File: src/saturn_dec_macros.svh
/*
 * Saturn decoder widths
 * nibble, address, immediate buffer and counter sizes shared by the
 * decoder RTL and its testbench
 */

`ifndef SATURN_DEC_MACROS_SVH
`define SATURN_DEC_MACROS_SVH

// one opcode nibble
`define SAT_NIBBLE_W 4

// program counter
`define SAT_ADDR_W 20

// immediate buffer of up to 16 digits for load C hex
`define SAT_IMM_NIBBLES 16
`define SAT_IMM_W (`SAT_IMM_NIBBLES * `SAT_NIBBLE_W)

// nibble counter wide enough to hold SAT_IMM_NIBBLES
`define SAT_CNT_W 5

`endif

File: src/saturn_dec_pkg.sv
/*
 * Saturn decoder types
 * operation encodings, sequencer states and the packed result layout
 */

`include "saturn_dec_macros.svh"

package saturn_dec_pkg;

  typedef enum logic [3:0] {
    ALU_NONE     = 4'h0,
    ALU_COPY     = 4'h1,
    ALU_EXCH     = 4'h2,
    ALU_ZERO     = 4'h3,
    ALU_INC      = 4'h4,
    ALU_DEC      = 4'h5,
    ALU_JMP_REL2 = 4'h6,
    ALU_JMP_REL3 = 4'h7
  } alu_op_e;

  typedef enum logic [2:0] {
    INS_NONE     = 3'd0,
    INS_RTN      = 3'd1,
    INS_SET_MODE = 3'd2,
    INS_ALU      = 3'd3,
    INS_SET_P    = 3'd4,
    INS_LOAD_C   = 3'd5,
    INS_JUMP     = 3'd6
  } ins_kind_e;

  typedef enum logic [2:0] {
    ST_FIRST    = 3'd0,
    ST_BLK_0X   = 3'd1,
    ST_LOAD_LEN = 3'd2,
    ST_COLLECT  = 3'd3,
    ST_HALT     = 3'd4
  } dec_state_e;

  // return stack and carry handling
  typedef struct packed {
    logic push;
    logic pop;
    logic set_xm;
    logic set_carry;
    logic carry_val;
    logic test_carry;
    logic en_intr;
  } flow_ctl_t;

  typedef struct packed {
    ins_kind_e kind;
    alu_op_e   alu_op;
    flow_ctl_t flow;
    logic      mode_dec;
  } op_fields_t;

  typedef struct packed {
    logic [`SAT_CNT_W-1:0] imm_len;
    logic [`SAT_IMM_W-1:0] imm_value;
  } imm_fields_t;

  typedef struct packed {
    logic [`SAT_ADDR_W-1:0] ins_addr;
    op_fields_t             op;
    imm_fields_t            imm;
  } dec_result_t;

endpackage

File: src/dec_sequencer.sv
/*
 * Decoder sequencer
 * nibble-level FSM that follows each instruction, captures its start
 * address, starts immediate collection and flags completion or error
 */

`timescale 1ns/1ps

`include "saturn_dec_macros.svh"

module dec_sequencer import saturn_dec_pkg::*; (
  input  logic                     i_clk,
  input  logic                     i_reset,
  input  logic                     i_en_dec,
  input  logic                     i_stalled,
  input  logic [`SAT_ADDR_W-1:0]   i_pc,
  input  logic [`SAT_NIBBLE_W-1:0] i_nibble,
  input  logic                     i_imm_last,
  output logic                     o_take,
  output dec_state_e               o_state,
  output logic                     o_imm_start,
  output logic [`SAT_CNT_W-1:0]    o_imm_len,
  output logic [`SAT_ADDR_W-1:0]   o_ins_addr,
  output logic                     o_ins_decoded,
  output logic                     o_dec_error
);

  // nothing moves while stalled, disabled or halted
  assign o_take = i_en_dec && !i_stalled && (o_state != ST_HALT);

  // immediate length is known on the first nibble, or on the
  // length nibble of load C hex
  always_comb begin
    o_imm_start = 1'b0;
    o_imm_len   = '0;
    case (o_state)
      ST_FIRST: begin
        case (i_nibble)
          4'h2: begin
            o_imm_start = o_take;
            o_imm_len   = `SAT_CNT_W'(1);
          end
          4'h4, 4'h5: begin
            o_imm_start = o_take;
            o_imm_len   = `SAT_CNT_W'(2);
          end
          4'h6, 4'h7: begin
            o_imm_start = o_take;
            o_imm_len   = `SAT_CNT_W'(3);
          end
          default: ;
        endcase
      end
      ST_LOAD_LEN: begin
        o_imm_start = o_take;
        o_imm_len   = {1'b0, i_nibble} + 1'b1;
      end
      default: ;
    endcase
  end

  always_ff @(posedge i_clk) begin
    if (i_reset) begin
      o_state       <= ST_FIRST;
      o_ins_decoded <= 1'b0;
      o_dec_error   <= 1'b0;
    end else begin
      o_ins_decoded <= 1'b0;
      if (o_take) begin
        case (o_state)
          ST_FIRST: begin
            case (i_nibble)
              4'h0:                   o_state <= ST_BLK_0X;
              4'h3:                   o_state <= ST_LOAD_LEN;
              4'h2, 4'h4, 4'h5,
              4'h6, 4'h7:             o_state <= ST_COLLECT;
              default: begin
                o_state     <= ST_HALT;
                o_dec_error <= 1'b1;
              end
            endcase
          end
          ST_BLK_0X: begin
            // 0E is left undecoded and raises the error
            if (i_nibble == 4'hE) begin
              o_state     <= ST_HALT;
              o_dec_error <= 1'b1;
            end else begin
              o_state       <= ST_FIRST;
              o_ins_decoded <= 1'b1;
            end
          end
          ST_LOAD_LEN: o_state <= ST_COLLECT;
          ST_COLLECT: begin
            if (i_imm_last) begin
              o_state       <= ST_FIRST;
              o_ins_decoded <= 1'b1;
            end
          end
          default: o_state <= ST_HALT;
        endcase
      end
    end
  end

  // start address of the instruction
  always_ff @(posedge i_clk) begin
    if (o_take && (o_state == ST_FIRST)) begin
      o_ins_addr <= i_pc;
    end
  end

endmodule

File: src/dec_op_gen.sv
/*
 * Operation generator
 * decodes instruction kind, ALU operation, flow flags and mode
 * from the first and second opcode nibbles
 */

`timescale 1ns/1ps

`include "saturn_dec_macros.svh"

module dec_op_gen import saturn_dec_pkg::*; (
  input  logic                     i_clk,
  input  logic                     i_reset,
  input  logic                     i_take,
  input  dec_state_e               i_state,
  input  logic [`SAT_NIBBLE_W-1:0] i_nibble,
  output op_fields_t               o_op
);

  op_fields_t op_next;

  always_comb begin
    op_next = o_op;
    if (i_state == ST_FIRST) begin
      // new instruction starts from a clean set
      op_next = '0;
      case (i_nibble)
        4'h2: begin
          op_next.kind   = INS_SET_P;
          op_next.alu_op = ALU_COPY;
        end
        4'h3: begin
          op_next.kind   = INS_LOAD_C;
          op_next.alu_op = ALU_COPY;
        end
        4'h4, 4'h5: begin
          // GOC / GONC
          op_next.kind            = INS_JUMP;
          op_next.alu_op          = ALU_JMP_REL2;
          op_next.flow.test_carry = 1'b1;
          op_next.flow.carry_val  = !i_nibble[0];
        end
        4'h6, 4'h7: begin
          // GOSUB pushes the return address
          op_next.kind      = INS_JUMP;
          op_next.alu_op    = ALU_JMP_REL3;
          op_next.flow.push = i_nibble[0];
        end
        default: ;
      endcase
    end else if (i_state == ST_BLK_0X) begin
      case (i_nibble)
        4'h0, 4'h1, 4'h2, 4'h3, 4'hF: begin
          // RTNSXM RTN RTNSC RTNCC RTI
          op_next.kind           = INS_RTN;
          op_next.flow.pop       = 1'b1;
          op_next.flow.set_xm    = (i_nibble == 4'h0);
          op_next.flow.set_carry = !i_nibble[3] && i_nibble[1];
          op_next.flow.carry_val = i_nibble[1] && !i_nibble[0] && !i_nibble[3];
          op_next.flow.en_intr   = i_nibble[3];
        end
        4'h4, 4'h5: begin
          // SETHEX / SETDEC
          op_next.kind     = INS_SET_MODE;
          op_next.mode_dec = i_nibble[0];
        end
        4'h6, 4'h7: begin
          // RSTK=C and C=RSTK
          op_next.kind      = INS_ALU;
          op_next.alu_op    = ALU_COPY;
          op_next.flow.push = !i_nibble[0];
          op_next.flow.pop  = i_nibble[0];
        end
        4'h8: begin
          op_next.kind   = INS_ALU;
          op_next.alu_op = ALU_ZERO;
        end
        4'h9, 4'hA: begin
          op_next.kind   = INS_ALU;
          op_next.alu_op = ALU_COPY;
        end
        4'hB: begin
          op_next.kind   = INS_ALU;
          op_next.alu_op = ALU_EXCH;
        end
        4'hC, 4'hD: begin
          op_next.kind   = INS_ALU;
          op_next.alu_op = i_nibble[0] ? ALU_DEC : ALU_INC;
        end
        default: ;
      endcase
    end
  end

  always_ff @(posedge i_clk) begin
    if (i_reset) begin
      o_op <= '0;
    end else if (i_take) begin
      o_op <= op_next;
    end
  end

endmodule

File: src/imm_collector.sv
/*
 * Immediate collector
 * packs immediate and offset nibbles low first and flags the last one
 */

`timescale 1ns/1ps

`include "saturn_dec_macros.svh"

module imm_collector import saturn_dec_pkg::*; (
  input  logic                     i_clk,
  input  logic                     i_reset,
  input  logic                     i_take,
  input  logic                     i_imm_start,
  input  logic [`SAT_CNT_W-1:0]    i_imm_len,
  input  logic [`SAT_NIBBLE_W-1:0] i_nibble,
  output logic                     o_imm_last,
  output imm_fields_t              o_imm
);

  logic                  active;
  logic [`SAT_CNT_W-1:0] pos;
  logic [`SAT_CNT_W-1:0] pos_next;

  assign pos_next   = pos + 1'b1;
  assign o_imm_last = active && (pos_next == o_imm.imm_len);

  always_ff @(posedge i_clk) begin
    if (i_reset) begin
      active        <= 1'b0;
      pos           <= '0;
      o_imm.imm_len <= '0;
    end else if (i_imm_start) begin
      active        <= 1'b1;
      pos           <= '0;
      o_imm.imm_len <= i_imm_len;
    end else if (i_take) begin
      if (active) begin
        pos    <= pos_next;
        active <= !o_imm_last;
      end else begin
        // opcode nibble of an instruction without immediate
        o_imm.imm_len <= '0;
      end
    end
  end

  always_ff @(posedge i_clk) begin
    if (i_imm_start || (i_take && !active)) begin
      o_imm.imm_value <= '0;
    end else if (i_take) begin
      o_imm.imm_value[pos*`SAT_NIBBLE_W +: `SAT_NIBBLE_W] <= i_nibble;
    end
  end

endmodule

File: src/saturn_decoder.sv
/*
 * Saturn instruction decoder
 * takes one opcode nibble per accepted cycle and reports the decoded
 * instruction as a packed result with a one-cycle strobe
 */

`timescale 1ns/1ps

`include "saturn_dec_macros.svh"

module saturn_decoder import saturn_dec_pkg::*; (
  input  logic                    i_clk,
  input  logic                    i_reset,
  input  logic                    i_en_dec,
  input  logic                    i_stalled,
  input  logic [`SAT_ADDR_W-1:0]  i_pc,
  input  logic [`SAT_NIBBLE_W-1:0] i_nibble,
  output logic                    o_ins_decoded,
  output logic                    o_dec_error,
  output dec_result_t             o_result
);

  logic                   take;
  dec_state_e             state;
  logic                   imm_start;
  logic [`SAT_CNT_W-1:0]  imm_len;
  logic                   imm_last;
  logic [`SAT_ADDR_W-1:0] ins_addr;
  op_fields_t             op_fields;
  imm_fields_t            imm_fields;

  // instruction progress, start address and error
  dec_sequencer u_sequencer (
    .i_clk         (i_clk),
    .i_reset       (i_reset),
    .i_en_dec      (i_en_dec),
    .i_stalled     (i_stalled),
    .i_pc          (i_pc),
    .i_nibble      (i_nibble),
    .i_imm_last    (imm_last),
    .o_take        (take),
    .o_state       (state),
    .o_imm_start   (imm_start),
    .o_imm_len     (imm_len),
    .o_ins_addr    (ins_addr),
    .o_ins_decoded (o_ins_decoded),
    .o_dec_error   (o_dec_error)
  );

  dec_op_gen u_op_gen (
    .i_clk    (i_clk),
    .i_reset  (i_reset),
    .i_take   (take),
    .i_state  (state),
    .i_nibble (i_nibble),
    .o_op     (op_fields)
  );

  // immediates and jump offsets
  imm_collector u_imm (
    .i_clk       (i_clk),
    .i_reset     (i_reset),
    .i_take      (take),
    .i_imm_start (imm_start),
    .i_imm_len   (imm_len),
    .i_nibble    (i_nibble),
    .o_imm_last  (imm_last),
    .o_imm       (imm_fields)
  );

  assign o_result = '{ins_addr: ins_addr, op: op_fields, imm: imm_fields};

endmodule

File: config.mk
export PLATFORM = sky130hd
export DESIGN_NAME = saturn_decoder
export DESIGN_NICKNAME = d
export VERILOG_FILES = /design/src/saturn_dec_pkg.sv /design/src/dec_sequencer.sv /design/src/dec_op_gen.sv /design/src/imm_collector.sv /design/src/saturn_decoder.sv
export VERILOG_INCLUDE_DIRS = /design/src
export SDC_FILE = /design/constraint.sdc
export NUM_CORES = 1
export LEC_CHECK = 0
export BUFFER_PORTS_ARGS = -buffer_cell sky130_fd_sc_hd__buf_4
export CORE_AREA = 2 2 126 79
export CTS_CLUSTER_DIAMETER = 60
export DETAILED_ROUTE_END_ITERATION = 8
export DIE_AREA = 0 0 128 81
export HOLD_SLACK_MARGIN = 0.05
export PLACE_DENSITY = 0.93
export SETUP_SLACK_MARGIN = 0.1
export SYNTH_ARGS = -nofsm -noshare
export SYNTH_HDL_FRONTEND = slang
export SYNTH_SLANG_ARGS = --single-unit
File: constraint.sdc
create_clock -name i_clk -period 4 [get_ports i_clk]
set_input_delay 0.4 -clock i_clk [delete_from_list [all_inputs] [get_ports i_clk]]
set_output_delay 0.4 -clock i_clk [all_outputs]
set_load 0.05 [all_outputs]
==> results.md, run 1 <==
- Layout filler cell count: approximately 650
- Port Buffers: about 130
- DRT antenna net count: 0
- Yosys top cell area share: 36.9%
- Slew @ Worst Pin: around 0.78 ns
- Startpoint types: flip-flop
- Setup TNS: 0 ns
- Combinational fraction of design power: a little over a tenth
- Hold path start: i_pc[1]
- PnR worst setup slack: just over 0.8 ns
- Sequential share of power: between 40% and 50%
- Post-Syn Instances: between 500 and 600
- Most area-hungry cell type in the Yosys netlist: dfxtp_1
- Vias in the first global route: between 4,000 and 5,000
- H-tree Lvls: 4
- Grt total ovfl: 0
- Ant diodes: 0
- CP Class: reg2reg
- Clk pin slew, worst setup/hold paths: 0.06 ns
- Detailed Route Iter0 Violations: ~460
- Via density per instance: roughly 5.9
- Nets: a little under 700
- TritonCTS clock tree: done
- CTS max path bufs: 2
- Commonest cells after routing, fill and taps aside: buf_4, dfxtp_1, nor2_1, mux2i_1, nand3_1
- P per Cell Area: about 450 nW/um^2
- Final setup fails: 0
- Class of the worst hold path: in2reg
- Top FF cell, synth: dfxtp_1
- Io pins: about 130
- Height of the die: around 81 um
- Min cycle time layout: around 3.2 ns
- Starting Density: a little over half
- CP Max Fanout: 15
- Syn_nets: about 570
- Worst R2R Start: u_imm.pos[0]
- Slew Viols, Final: 0
- Fin crit share: approximately four fifths
- Register-to-Register Path Depth: 9
- CP required: 4.28 ns
- Routed len/inst: about 18 um
- Hpwl dp: 9870 um
- Drt total wl: 14,500 um
- # clock sinks: 114
- Root buf cell: clkbuf_16
- Placed cell area: around 6000 um^2
- Max-cap violations: 0
- Internal power: 2.24 mW
- Layout cell share with drive strength beyond 1: 27.7%
- CP Capture Type: flip-flop
- First-pass GRT wire length: 22,200 um
- GPL Wtd Cong: between 0.9 and 1
- Initial DRT Pass Iterations: 5
- DIE WIDTH: between 100 and 150 um
- Final Util: 71.3%
- P_sw: 0.749 mW
- Layout area overhead: 31.4%
- Vias: 4,603
- Seq cells post-synth: 114
- Std-Cell Rows: 28
- Hold Buf Count CTS: 0
- Synth Warn #: 0
- WP data arrival: approximately 3.5 ns
- Sw Share: around a quarter
- Hold path depth: 1
- Initial antenna violation count: 0
- CTS resizes: 0
- Worst Clk Skew: 0.00523 ns
- VDD IR-drop max: around 0.32 mV
- Netlist Area Pre-Place: 5100 um^2
- FF-to-FF setup slack: 0.81 ns
- Worst r2r dst: u_imm.o_imm[33]
- Clock network power share: 48.5%
- Hold WS: 0.170 ns
- GRT Total Usage: between 20% and 30%
- DP Worst Slack: 0.920 ns
- Lkg Pwr: about 3.1 nW
- Sequential-to-total area share from yosys stat: 48.7%
- Mean area per synthesized cell: 9.67 um^2
- CTS Buf Count: 17
- Final hold vios: 0
- DR DRC count: 0
- Slew HR: a little under half
- Post-CTS Setup Bufs: 0
- Total core area: 9390 um^2
- Async SR Flop Fraction: 0%
- Outcome: completed
- Clk Latency, worst-skew pair: between 0.4 and 0.5 ns
- Fmax achieved: roughly 0.31 GHz
- Largest net degree at the start of global routing: 29
- Post-route cell area: 6700 um^2
- Hold endpoint: u_sequencer.o_ins_addr[1]
- RSZ-0062 raised after global routing: false
- Cell variety after synth: between 50 and 60
- Die area: 10,400 um^2
- Ranking of synthesized cells by area: dfxtp_1, edfxtp_1, mux2i_1
- Post-synth EDFFs: 20
- Commonest non-fill, non-tap cell in the layout: buf_4
==> logic make-up (layout without fill, tap and decap cells) <==
kind of cell	after synthesis	count (layout)	share of synthesized area (%)
mux	58	58	11.4
buf+inv	43	181	3.78
compound gates	79	79	10.0
fa+ha+maj	10	10	2.45
xor+xnor	16	16	2.75
flops	114	114	48.7
other cells	1	1	0.0735
simple gates	206	206	20.8
==> flip-flops by register name, indices dropped and copies added, names as in the netlist <==
register / count
u_imm.o_imm: 69
u_sequencer.o_state: 3
u_op_gen.o_op: 14
u_imm.active: 1
u_imm.pos: 5
u_sequencer.o_dec_error: 1
u_sequencer.o_ins_addr: 20
u_sequencer.o_ins_decoded: 1
==> power by group through the flow <==
stage,clock network [mW],logic [mW],registers [mW]
after global routing,1.51,0.334,1.22
after floorplan,0,0.142,1.31
after detailed placement,0,0.307,1.24
after CTS,1.46,0.312,1.22
after global placement,0,0.298,1.24
final,1.45,0.317,1.22
==> per-layer routing <==
metal	GRT usage [%]	up-vias	routed length, um
li1	-	2128	-
met4	10.0	0	214
met1	36.5	2128	6030
met5	0	-	0
met3	9.09	38	1650
met2	43.5	309	6580
==> worst max-delay path: stages, from the launching register on <==
cell and delay (ns):
dfxtp_1 0.62, inv_1 0.28, ha_1 0.34, nor3b_1 0.17, ha_1 0.55, nand2b_1 0.12, a2111oi_2 0.37, nand3_1 0.33
nand3_1 0.21, o31ai_1 0.08
==> cells in the mapped netlist, drive strengths merged (10+ instances only) <==
master	instances
mux2i	57
nor3	22
o21ai	26
dfxtp	94
nand2	18
inv	13
ha	10
a21oi	19
clkbuf	15
edfxtp	20
nand4	13
nor2	84
buf	15
nand3	27
xnor2	10
==> worst max-delay path by stage <==
stage,startpoint,endpoint,slack (ns)
after global placement,u_imm.pos[0],u_imm.o_imm[34],1.08
after floorplan,u_imm.pos[0],u_imm.o_imm[34],1.47
final,u_imm.pos[0],u_imm.o_imm[33],0.81
after detailed placement,u_imm.pos[0],u_imm.o_imm[33],0.92
after CTS,u_imm.pos[0],u_imm.o_imm[33],0.88
after global routing,u_imm.pos[0],u_imm.o_imm[48],0.51
==> stage by stage <==
stage	power, mW	instances
finish	2.99	785
global route	3.06	785
CTS	2.99	785
detailed placement	1.55	753
global placement	1.54	753
floorplan	1.45	527
==> cell type report <==
cell class,instances,area (um^2),area share (%)
tap,120,150,2.24
sequential,114,2480,37.1
timing repair buffer,136,1020,15.2
clock inverter,11,111,1.66
inverter,13,48.8,0.729
clock buffer,21,460,6.87
multi-input combinational,370,2420,36.2
No activity file was read; power rests on OpenSTA's default activity.
==> inputs of run 2 (changes only) <==
--- a/config.mk
+++ b/config.mk
@@ -6,13 +6,14 @@
 export SDC_FILE = /design/constraint.sdc
 export NUM_CORES = 1
 export LEC_CHECK = 0
+export ABC_AREA = 1
 export BUFFER_PORTS_ARGS = -buffer_cell sky130_fd_sc_hd__buf_4
-export CORE_AREA = 2 2 126 79
+export CORE_AREA = 2 2 130 82
 export CTS_CLUSTER_DIAMETER = 60
 export DETAILED_ROUTE_END_ITERATION = 8
-export DIE_AREA = 0 0 128 81
+export DIE_AREA = 0 0 132 84
 export HOLD_SLACK_MARGIN = 0.05
-export PLACE_DENSITY = 0.93
+export PLACE_DENSITY = 0.89
 export SETUP_SLACK_MARGIN = 0.1
 export SYNTH_ARGS = -nofsm -noshare
 export SYNTH_HDL_FRONTEND = slang
==> constraint.sdc (replaced) <==
create_clock -name i_clk -period 3.2 [get_ports i_clk]
set_input_delay 0.32 -clock i_clk [delete_from_list [all_inputs] [get_ports i_clk]]
set_output_delay 0.32 -clock i_clk [all_outputs]
set_load 0.05 [all_outputs]
==> run 2 against run 1 <==
Final cell count up 25%. Sequential power grew 26%. Count of clock-buffer cells in the layout unchanged. Sequential cell count unchanged. Final area is 2.4% higher. Utilization down 3.1 points. Largest power group unchanged.
==> results.md, run 2 <==
- Cell variety after synth: 34 (was 59)
- H-tree Lvls: 4 (unchanged)
- Count leader, synth: nand2_1 (was dfxtp_1)
- Post-route cell area: 6860 um^2 (was 6700 um^2)
- Syn_nets: 727 (was 565)
- Std-Cell Rows: 29 (was 28)
- Largest register by flop count: u_imm.o_imm (unchanged)
- Initial antenna violation count: 0 (unchanged)
- Worst-path cell chain: inv_2 > ha_1 > nand2_1 > nor2_1 > ha_1 > inv_1 > nor2_2 > nand2_1 > inv_2 > nand3_1 > o21ai_1 > a21oi_1 (was inv_1 > ha_1 > nor3b_1 > ha_1 > nand2b_1 > a2111oi_2 > nand3_1 > nand3_1 > o31ai_1)
- Final setup fails: 0 (unchanged)
- Netlist Area Pre-Place: 5110 um^2 (was 5100 um^2)
- Starting Density: 50.9% (was 54.3%)
- WP data arrival: 2.78 ns (was 3.47 ns)
- CP Class: reg2reg (unchanged)
- Ant diodes: 0 (unchanged)
- Routed len/inst: 14.9 um (was 18.4 um)
- VDD IR-drop max: 0.439 mV (was 0.316 mV)
- Seq cells post-synth: 114 (unchanged)
- Slew HR: 54.3% (was 46.3%)
- Layout cell share with drive strength beyond 1: 24.0% (was 27.7%)
- Detailed Route Iter0 Violations: 443 (was 462)
- Synth cell count leaders: nand2_1, nor2_1, dfxtp_1, inv_1, a21oi_1 (was dfxtp_1, nor2_1, mux2i_1, nand3_1, o21ai_0)
- Die area: 11,100 um^2 (was 10,400 um^2)
- Fin cells: 979 (was 785)
- Setup TNS: 0 ns (unchanged)
- Initial DRT Pass Iterations: 9 (was 5)
- Max reg flops: 69 (unchanged)
- Port Buffers: 132 (unchanged)
- Layout area overhead: 34.1% (was 31.4%)
- Ranking of synthesized cells by area: dfxtp_1, edfxtp_1, nand2_1 (was dfxtp_1, edfxtp_1, mux2i_1)
- Largest net degree at the start of global routing: 56 (was 29)
- Hold path depth: 1 (unchanged)
- # clock sinks: 114 (unchanged)
- Synth Warn #: 0 (unchanged)
- Commonest cells after routing, fill and taps aside: nand2_1, buf_4, nor2_1, dfxtp_1, inv_1 (was buf_4, dfxtp_1, nor2_1, mux2i_1, nand3_1)
- Slew @ Worst Pin: 0.680 ns (was 0.785 ns)
- Lkg Pwr: 3.26 nW (was 3.14 nW)
- Via density per instance: 5.16 (was 5.86)
- Min cycle time layout: 2.48 ns (was 3.19 ns)
- DR DRC count: 0 (unchanged)
- Yosys top cell area share: 36.8% (was 36.9%)
- Fmax achieved: 0.403 GHz (was 0.314 GHz)
- Mean area per synthesized cell: 7.42 um^2 (was 9.67 um^2)
- Slew Viols, Final: 0 (unchanged)
- DIE WIDTH: 132 um (was 128 um)
- Most area-hungry cell type in the Yosys netlist: dfxtp_1 (unchanged)
- Height of the die: 84 um (was 81 um)
- Placed Cells: 947 (was 753)
- Sequential-to-total area share from yosys stat: 48.6% (was 48.7%)
- Clk pin slew, worst setup/hold paths: 0.06 ns (about the same)
- Top FF cell, synth: dfxtp_1 (unchanged)
- Hpwl dp: 10,500 um (was 9870 um)
- Vias: 5,054 (was 4,603)
- Startpoint types: flip-flop (unchanged)
- Top flop regs: u_imm.o_imm (69), u_sequencer.o_ins_addr (20), u_op_gen.o_op (14) (unchanged)
- Vias in the first global route: 4,562 (was 4,388)
- Placed cell area: 6230 um^2 (was 6130 um^2)
- Total core area: 10,100 um^2 (was 9390 um^2)
- DRT antenna net count: 0 (unchanged)
- Async SR Flop Fraction: 0% (unchanged)
- P per Cell Area: 592 nW/um^2 (was 446 nW/um^2)
- First-pass GRT wire length: 23,000 um (was 22,200 um)
- CP Max Fanout: 9 (was 15)
- Post-Syn Instances: 689 (was 527)
- Hold Buf Count CTS: 0 (unchanged)
- Layout filler cell count: 824 (was 646)
- Clk Latency, worst-skew pair: 0.42 ns (was 0.41 ns)
- Post-synth EDFFs: 20 (unchanged)
- Drt total wl: 14,500 um (about the same)
- Grt total ovfl: 0 (unchanged)
- RSZ-0062 raised after global routing: false (unchanged)
- Root buf cell: clkbuf_16 (unchanged)
- CP peak stage delay: 0.54 ns (was 0.62 ns)
- CP required: 3.49 ns (was 4.28 ns)
- Nets: 865 (was 690)
- CP Capture Type: flip-flop (unchanged)
- Register-to-Register Path Depth: 12 (was 9)
- CTS Buf Count: 17 (unchanged)
- CTS max path bufs: 2 (unchanged)
- Outcome: completed (unchanged)
- Max-cap violations: 0 (unchanged)
- CP Buf/Inv Count: 3 (was 1)
- Class of the worst hold path: in2reg (unchanged)
- Top cell family by delay on the critical path: simple AND/OR/NAND/NOR gates (was adder cells)
- Slowest-stage cell, CP: dfxtp_1 (unchanged)
- TritonCTS clock tree: done (unchanged)
- Commonest non-fill, non-tap cell in the layout: nand2_1 (was buf_4)
- Fin crit share: 77.6% (was 79.7%)
- CTS resizes: 0 (unchanged)
- Worst Clk Skew: 0.00799 ns (was 0.00523 ns)
- Post-CTS Setup Bufs: 0 (unchanged)
- WP depth: 12 (was 9)
- Io pins: 134 (unchanged)
- GPL Wtd Cong: 1.00 (was 0.969)
- Final hold vios: 0 (unchanged)
- GRT Total Usage: 26.4% (was 27.8%)
## run 2: cell types whose count changed in the layout (fill, tap and decap cells not counted), moves of 6 or more
cell and delta:
o31ai_1 -6, xnor2_1 -10, inv_1 +51, mux2i_1 -57, nor2_2 +6, o21ai_1 +41
nand2_1 +124, nor2_1 +41, and3_1 -7, nand4_1 -7, inv_2 +18, o21ai_0 -7
a21oi_1 +31
## run 2: cells by family (layout without fill, tap and decap cells)
logic type | after synthesis | count (layout) | share of synthesized area [%]
compound gates | 122 | 122 | 12.7
buf+inv | 102 | 253 | 8.08
flops | 114 | 114 | 48.6
xor+xnor | 2 | 2 | 0.490
other cells | 1 | 1 | 0.0734
fa+ha+maj | 10 | 10 | 2.45
simple gates | 338 | 338 | 27.7
## run 2: layout make-up
| class | count | area (um^2) | area share, % |
|---|---|---|---|
| timing repair buffer | 136 | 1030 | 15.1 |
| clock buffer | 21 | 440 | 6.42 |
| inverter | 85 | 319 | 4.65 |
| tap | 139 | 174 | 2.54 |
| sequential | 114 | 2480 | 36.2 |
| clock inverter | 11 | 186 | 2.72 |
| multi-input combinational | 473 | 2220 | 32.4 |
## run 2: final timing paths
kind	start	end	slack [ns]
min	i_pc[2]	u_sequencer.o_ins_addr[2]	0.08
max	u_imm.pos[1]	u_imm.o_imm[42]	0.72
max reg2reg	u_imm.pos[1]	u_imm.o_imm[42]	0.72
min reg2reg	u_imm.o_imm[38]	u_imm.o_imm[38]	0.44
## run 2: where the power goes
part,total (mW),internal [mW],switching (mW)
clock,2.03,1.37,0.659
sequential,1.54,1.51,0.0293
combinational,0.491,0.142,0.348
total,4.06,3.02,1.04
## run 2: metrics by stage
step / util (%) / setup slack [ns] / hold WS (ns) / power [mW]
global placement: 62.0 / 0.644 / 0.435 / 2.04
global route: 68.2 / 0.555 / 0.0637 / 4.17
finish: 68.2 / 0.717 / 0.0754 / 4.06
floorplan: - / 0.870 / 0.419 / 1.90
detailed placement: 62.0 / 0.489 / 0.440 / 2.05
CTS: 68.2 / 0.770 / 0.0662 / 4.07
## run 2: per-layer routing
metal / share of wire [%] / vias up / track usage (%) / routed length, um
met5: 0 / - / 0 / 0
met3: 11 / 30 / 8.80 / 1670
met1: 47 / 2225 / 38.1 / 6810
met4: 1.5 / 0 / 9.09 / 213
met2: 40 / 298 / 36.7 / 5860
li1: - / 2501 / - / -
==> inputs of run 3 (changes only) <==
--- a/config.mk
+++ b/config.mk
@@ -8,12 +8,12 @@
 export LEC_CHECK = 0
 export ABC_AREA = 1
 export BUFFER_PORTS_ARGS = -buffer_cell sky130_fd_sc_hd__buf_4
-export CORE_AREA = 2 2 130 82
+export CORE_AREA = 2 2 137 85
 export CTS_CLUSTER_DIAMETER = 60
 export DETAILED_ROUTE_END_ITERATION = 8
-export DIE_AREA = 0 0 132 84
+export DIE_AREA = 0 0 139 87
 export HOLD_SLACK_MARGIN = 0.05
-export PLACE_DENSITY = 0.89
+export PLACE_DENSITY = 0.86
 export SETUP_SLACK_MARGIN = 0.1
 export SYNTH_ARGS = -nofsm -noshare
 export SYNTH_HDL_FRONTEND = slang
==> constraint.sdc (replaced) <==
create_clock -name i_clk -period 2 [get_ports i_clk]
set_input_delay 0.2 -clock i_clk [delete_from_list [all_inputs] [get_ports i_clk]]
set_output_delay 0.2 -clock i_clk [all_outputs]
set_load 0.05 [all_outputs]
==> run 3 against run 2 <==
Worst setup slack got worse by 0.66 ns. Final area grew 11%. Global-route usage down 0.27 points. Sequential power increased by 59%. Clock skew increased by 0.0017 ns. Combinational power is 87% higher. Maximum frequency rose by 28%. Via count rose by 6.9%.
==> results.md, run 3 (same netlist as run 2, synthesis figures left out) <==
- FF-to-FF setup slack: 0.06 ns (was 0.72 ns)
- WP data arrival: 2.23 ns (was 2.78 ns)
- Vias in the first global route: 4,820 (was 4,562)
- DP Worst Slack: 0.0190 ns (was 0.489 ns)
- P per Cell Area: 871 nW/um^2 (was 592 nW/um^2)
- Slew HR: 60.4% (was 54.3%)
- Slowest-stage cell, CP: dfxtp_4 (was dfxtp_1)
- Worst-path cell chain: clkinv_4 > buf_4 > buf_4 > nand3_1 > nand2_1 > nand2_4 > nor3_4 > and2_4 > nand2_2 > nand2_1 > nor2_1 (was inv_2 > ha_1 > nand2_1 > nor2_1 > ha_1 > inv_1 > nor2_2 > nand2_1 > inv_2 > nand3_1 > o21ai_1 > a21oi_1)
- GRT busiest layer: met1 (unchanged)
- Root buf cell: clkbuf_16 (unchanged)
- GPL Wtd Cong: 0.977 (was 1.00)
- PnR worst setup slack: 0.0609 ns (was 0.717 ns)
- DIE WIDTH: 139 um (was 132 um)
- Outcome: completed (unchanged)
- M2 GR Usage: 37.7% (was 36.7%)
- Ant diodes: 0 (unchanged)
- Hpwl dp: 11,200 um (was 10,500 um)
- Routed len/inst: 15.7 um (was 14.9 um)
- Fin cells: 1,036 (was 979)
- Hold WS: 0.132 ns (was 0.0754 ns)
- CP Capture Type: flip-flop (unchanged)
- Commonest non-fill, non-tap cell in the layout: buf_4 (was nand2_1)
- Commonest cells after routing, fill and taps aside: buf_4, nand2_1, nor2_1, dfxtp_1, inv_1 (was nand2_1, buf_4, nor2_1, dfxtp_1, inv_1)
- DR DRC count: 0 (unchanged)
- Nets: 917 (was 865)
- Port Buffers: 132 (unchanged)
- CP peak stage delay: 0.35 ns (was 0.54 ns)
- Via density per instance: 5.21 (was 5.16)
- Layout filler cell count: 859 (was 824)
- Min cycle time layout: 1.94 ns (was 2.48 ns)
- GRT Total Usage: 26.1% (was 26.4%)
- H-tree Lvls: 4 (unchanged)
- Grt total ovfl: 0 (unchanged)
- Max-cap violations: 0 (unchanged)
- Slew @ Worst Pin: 0.589 ns (was 0.680 ns)
- Height of the die: 87 um (was 84 um)
- CTS Buf Count: 17 (unchanged)
- Lkg Pwr: 3.56 nW (was 3.26 nW)
- Layout area overhead: 48.2% (was 34.1%)
- Final setup fails: 0 (unchanged)
- Slew Viols, Final: 0 (unchanged)
- Final hold vios: 0 (unchanged)
- CTS max path bufs: 2 (unchanged)
- Total core area: 11,000 um^2 (was 10,100 um^2)
- Die area: 12,100 um^2 (was 11,100 um^2)
- Placed Cells: 976 (was 947)
- VDD IR-drop max: 0.676 mV (was 0.439 mV)
- Met1 Usage GRT: 38.7% (was 38.1%)
- Fin crit share: 97.0% (was 77.6%)
- Io pins: 134 (unchanged)
- RSZ-0062 raised after global routing: true (was false)
- Max reg flops: 69 (unchanged)
- Largest register by flop count: u_imm.o_imm (unchanged)
- CP Max Fanout: 11 (was 9)
- TritonCTS clock tree: done (unchanged)
- CP Class: reg2reg (unchanged)
- Layout cell share with drive strength beyond 1: 31.3% (was 24.0%)
- Fmax achieved: 0.516 GHz (was 0.403 GHz)
- Initial antenna violation count: 0 (unchanged)
- Initial DRT Pass Iterations: 5 (was 9)
- Startpoint types: flip-flop (unchanged)
- Worst Clk Skew: 0.00970 ns (was 0.00799 ns)
- Largest net degree at the start of global routing: 29 (was 56)
- Drt total wl: 16,200 um (was 14,500 um)
- First-pass GRT wire length: 24,900 um (was 23,000 um)
- Top flop regs: u_imm.o_imm (69), u_sequencer.o_ins_addr (20), u_op_gen.o_op (14) (unchanged)
- M3 GR Usage: 6.98% (was 8.80%)
- Clk pin slew, worst setup/hold paths: 0.05 ns (was 0.06 ns)
- CP required: 2.29 ns (was 3.49 ns)
- Vias: 5,402 (was 5,054)
- Clk Latency, worst-skew pair: 0.41 ns (was 0.42 ns)
- Starting Density: 46.6% (was 50.9%)
- Detailed Route Iter0 Violations: 501 (was 443)
- DRT antenna net count: 0 (unchanged)
- Std-Cell Rows: 30 (was 29)
- Class of the worst hold path: in2reg (unchanged)
- # clock sinks: 114 (unchanged)
## run 3: area by class of cell
type	instances	area (um^2)	area share [%]
Clock inverter	12	188	2.48
Sequential cell	114	2490	32.9
Multi-Input combinational cell	473	2460	32.5
Timing Repair Buffer	188	1490	19.7
Tap cell	144	180	2.38
Clock buffer	20	437	5.76
Inverter	85	333	4.39
## run 3: power breakdown
group          internal, mW  switching (mW)
registers              2.41          0.0437
logic                 0.305           0.611
clock network          2.19            1.04
## run 3: metal layers
metal  share of wire [%]  wire length [um]  vias to the layer above
met5                   0                 0                        -
met4                 1.2               202                        0
met3                 9.9              1610                       24
met2                  42              6750                      287
met1                  47              7670                     2466
li1                    -                 -                     2625
## run 3: what timing repair did
action | CTS | global route
endpoints found under the setup margin | 32 | 62
hold endpoints to repair | 20 | 0
pin swaps | 8 | 9
gates resized for setup | 18 | 33
setup buffers | 3 | 5
hold buffers | 20 | 0
## run 3: path summary, 6_finish.rpt
check / depth (start not counted) / startpoint / endpoint
worst max-delay path: 11 / u_imm.pos[0] / u_imm.o_imm[34]
worst min-delay path: 3 / i_nibble[1] / u_op_gen.o_op[4]
worst max register to register: 11 / u_imm.pos[0] / u_imm.o_imm[34]
worst min register to register: 2 / u_imm.o_imm[45] / u_imm.o_imm[45]
## run 3: stage by stage
step	setup TNS, ns	power [mW]	area [um^2]	utilization [%]
after floorplan	-0.0161	3.04	5210	-
after global placement	0	3.33	6510	59.4
after detailed placement	0	3.34	6510	59.4
after CTS	0	6.59	7420	67.7
after global routing	-0.0154	6.81	7580	69.1
final	0	6.60	7580	69.1
## run 3: worst max-delay path, delay by kind of cell, from the launching register on
family / cells / cell delay [ns]
and+or+nand+nor: 8 / 1.15
DFF: 1 / 0.35
buffers and inverters: 3 / 0.33
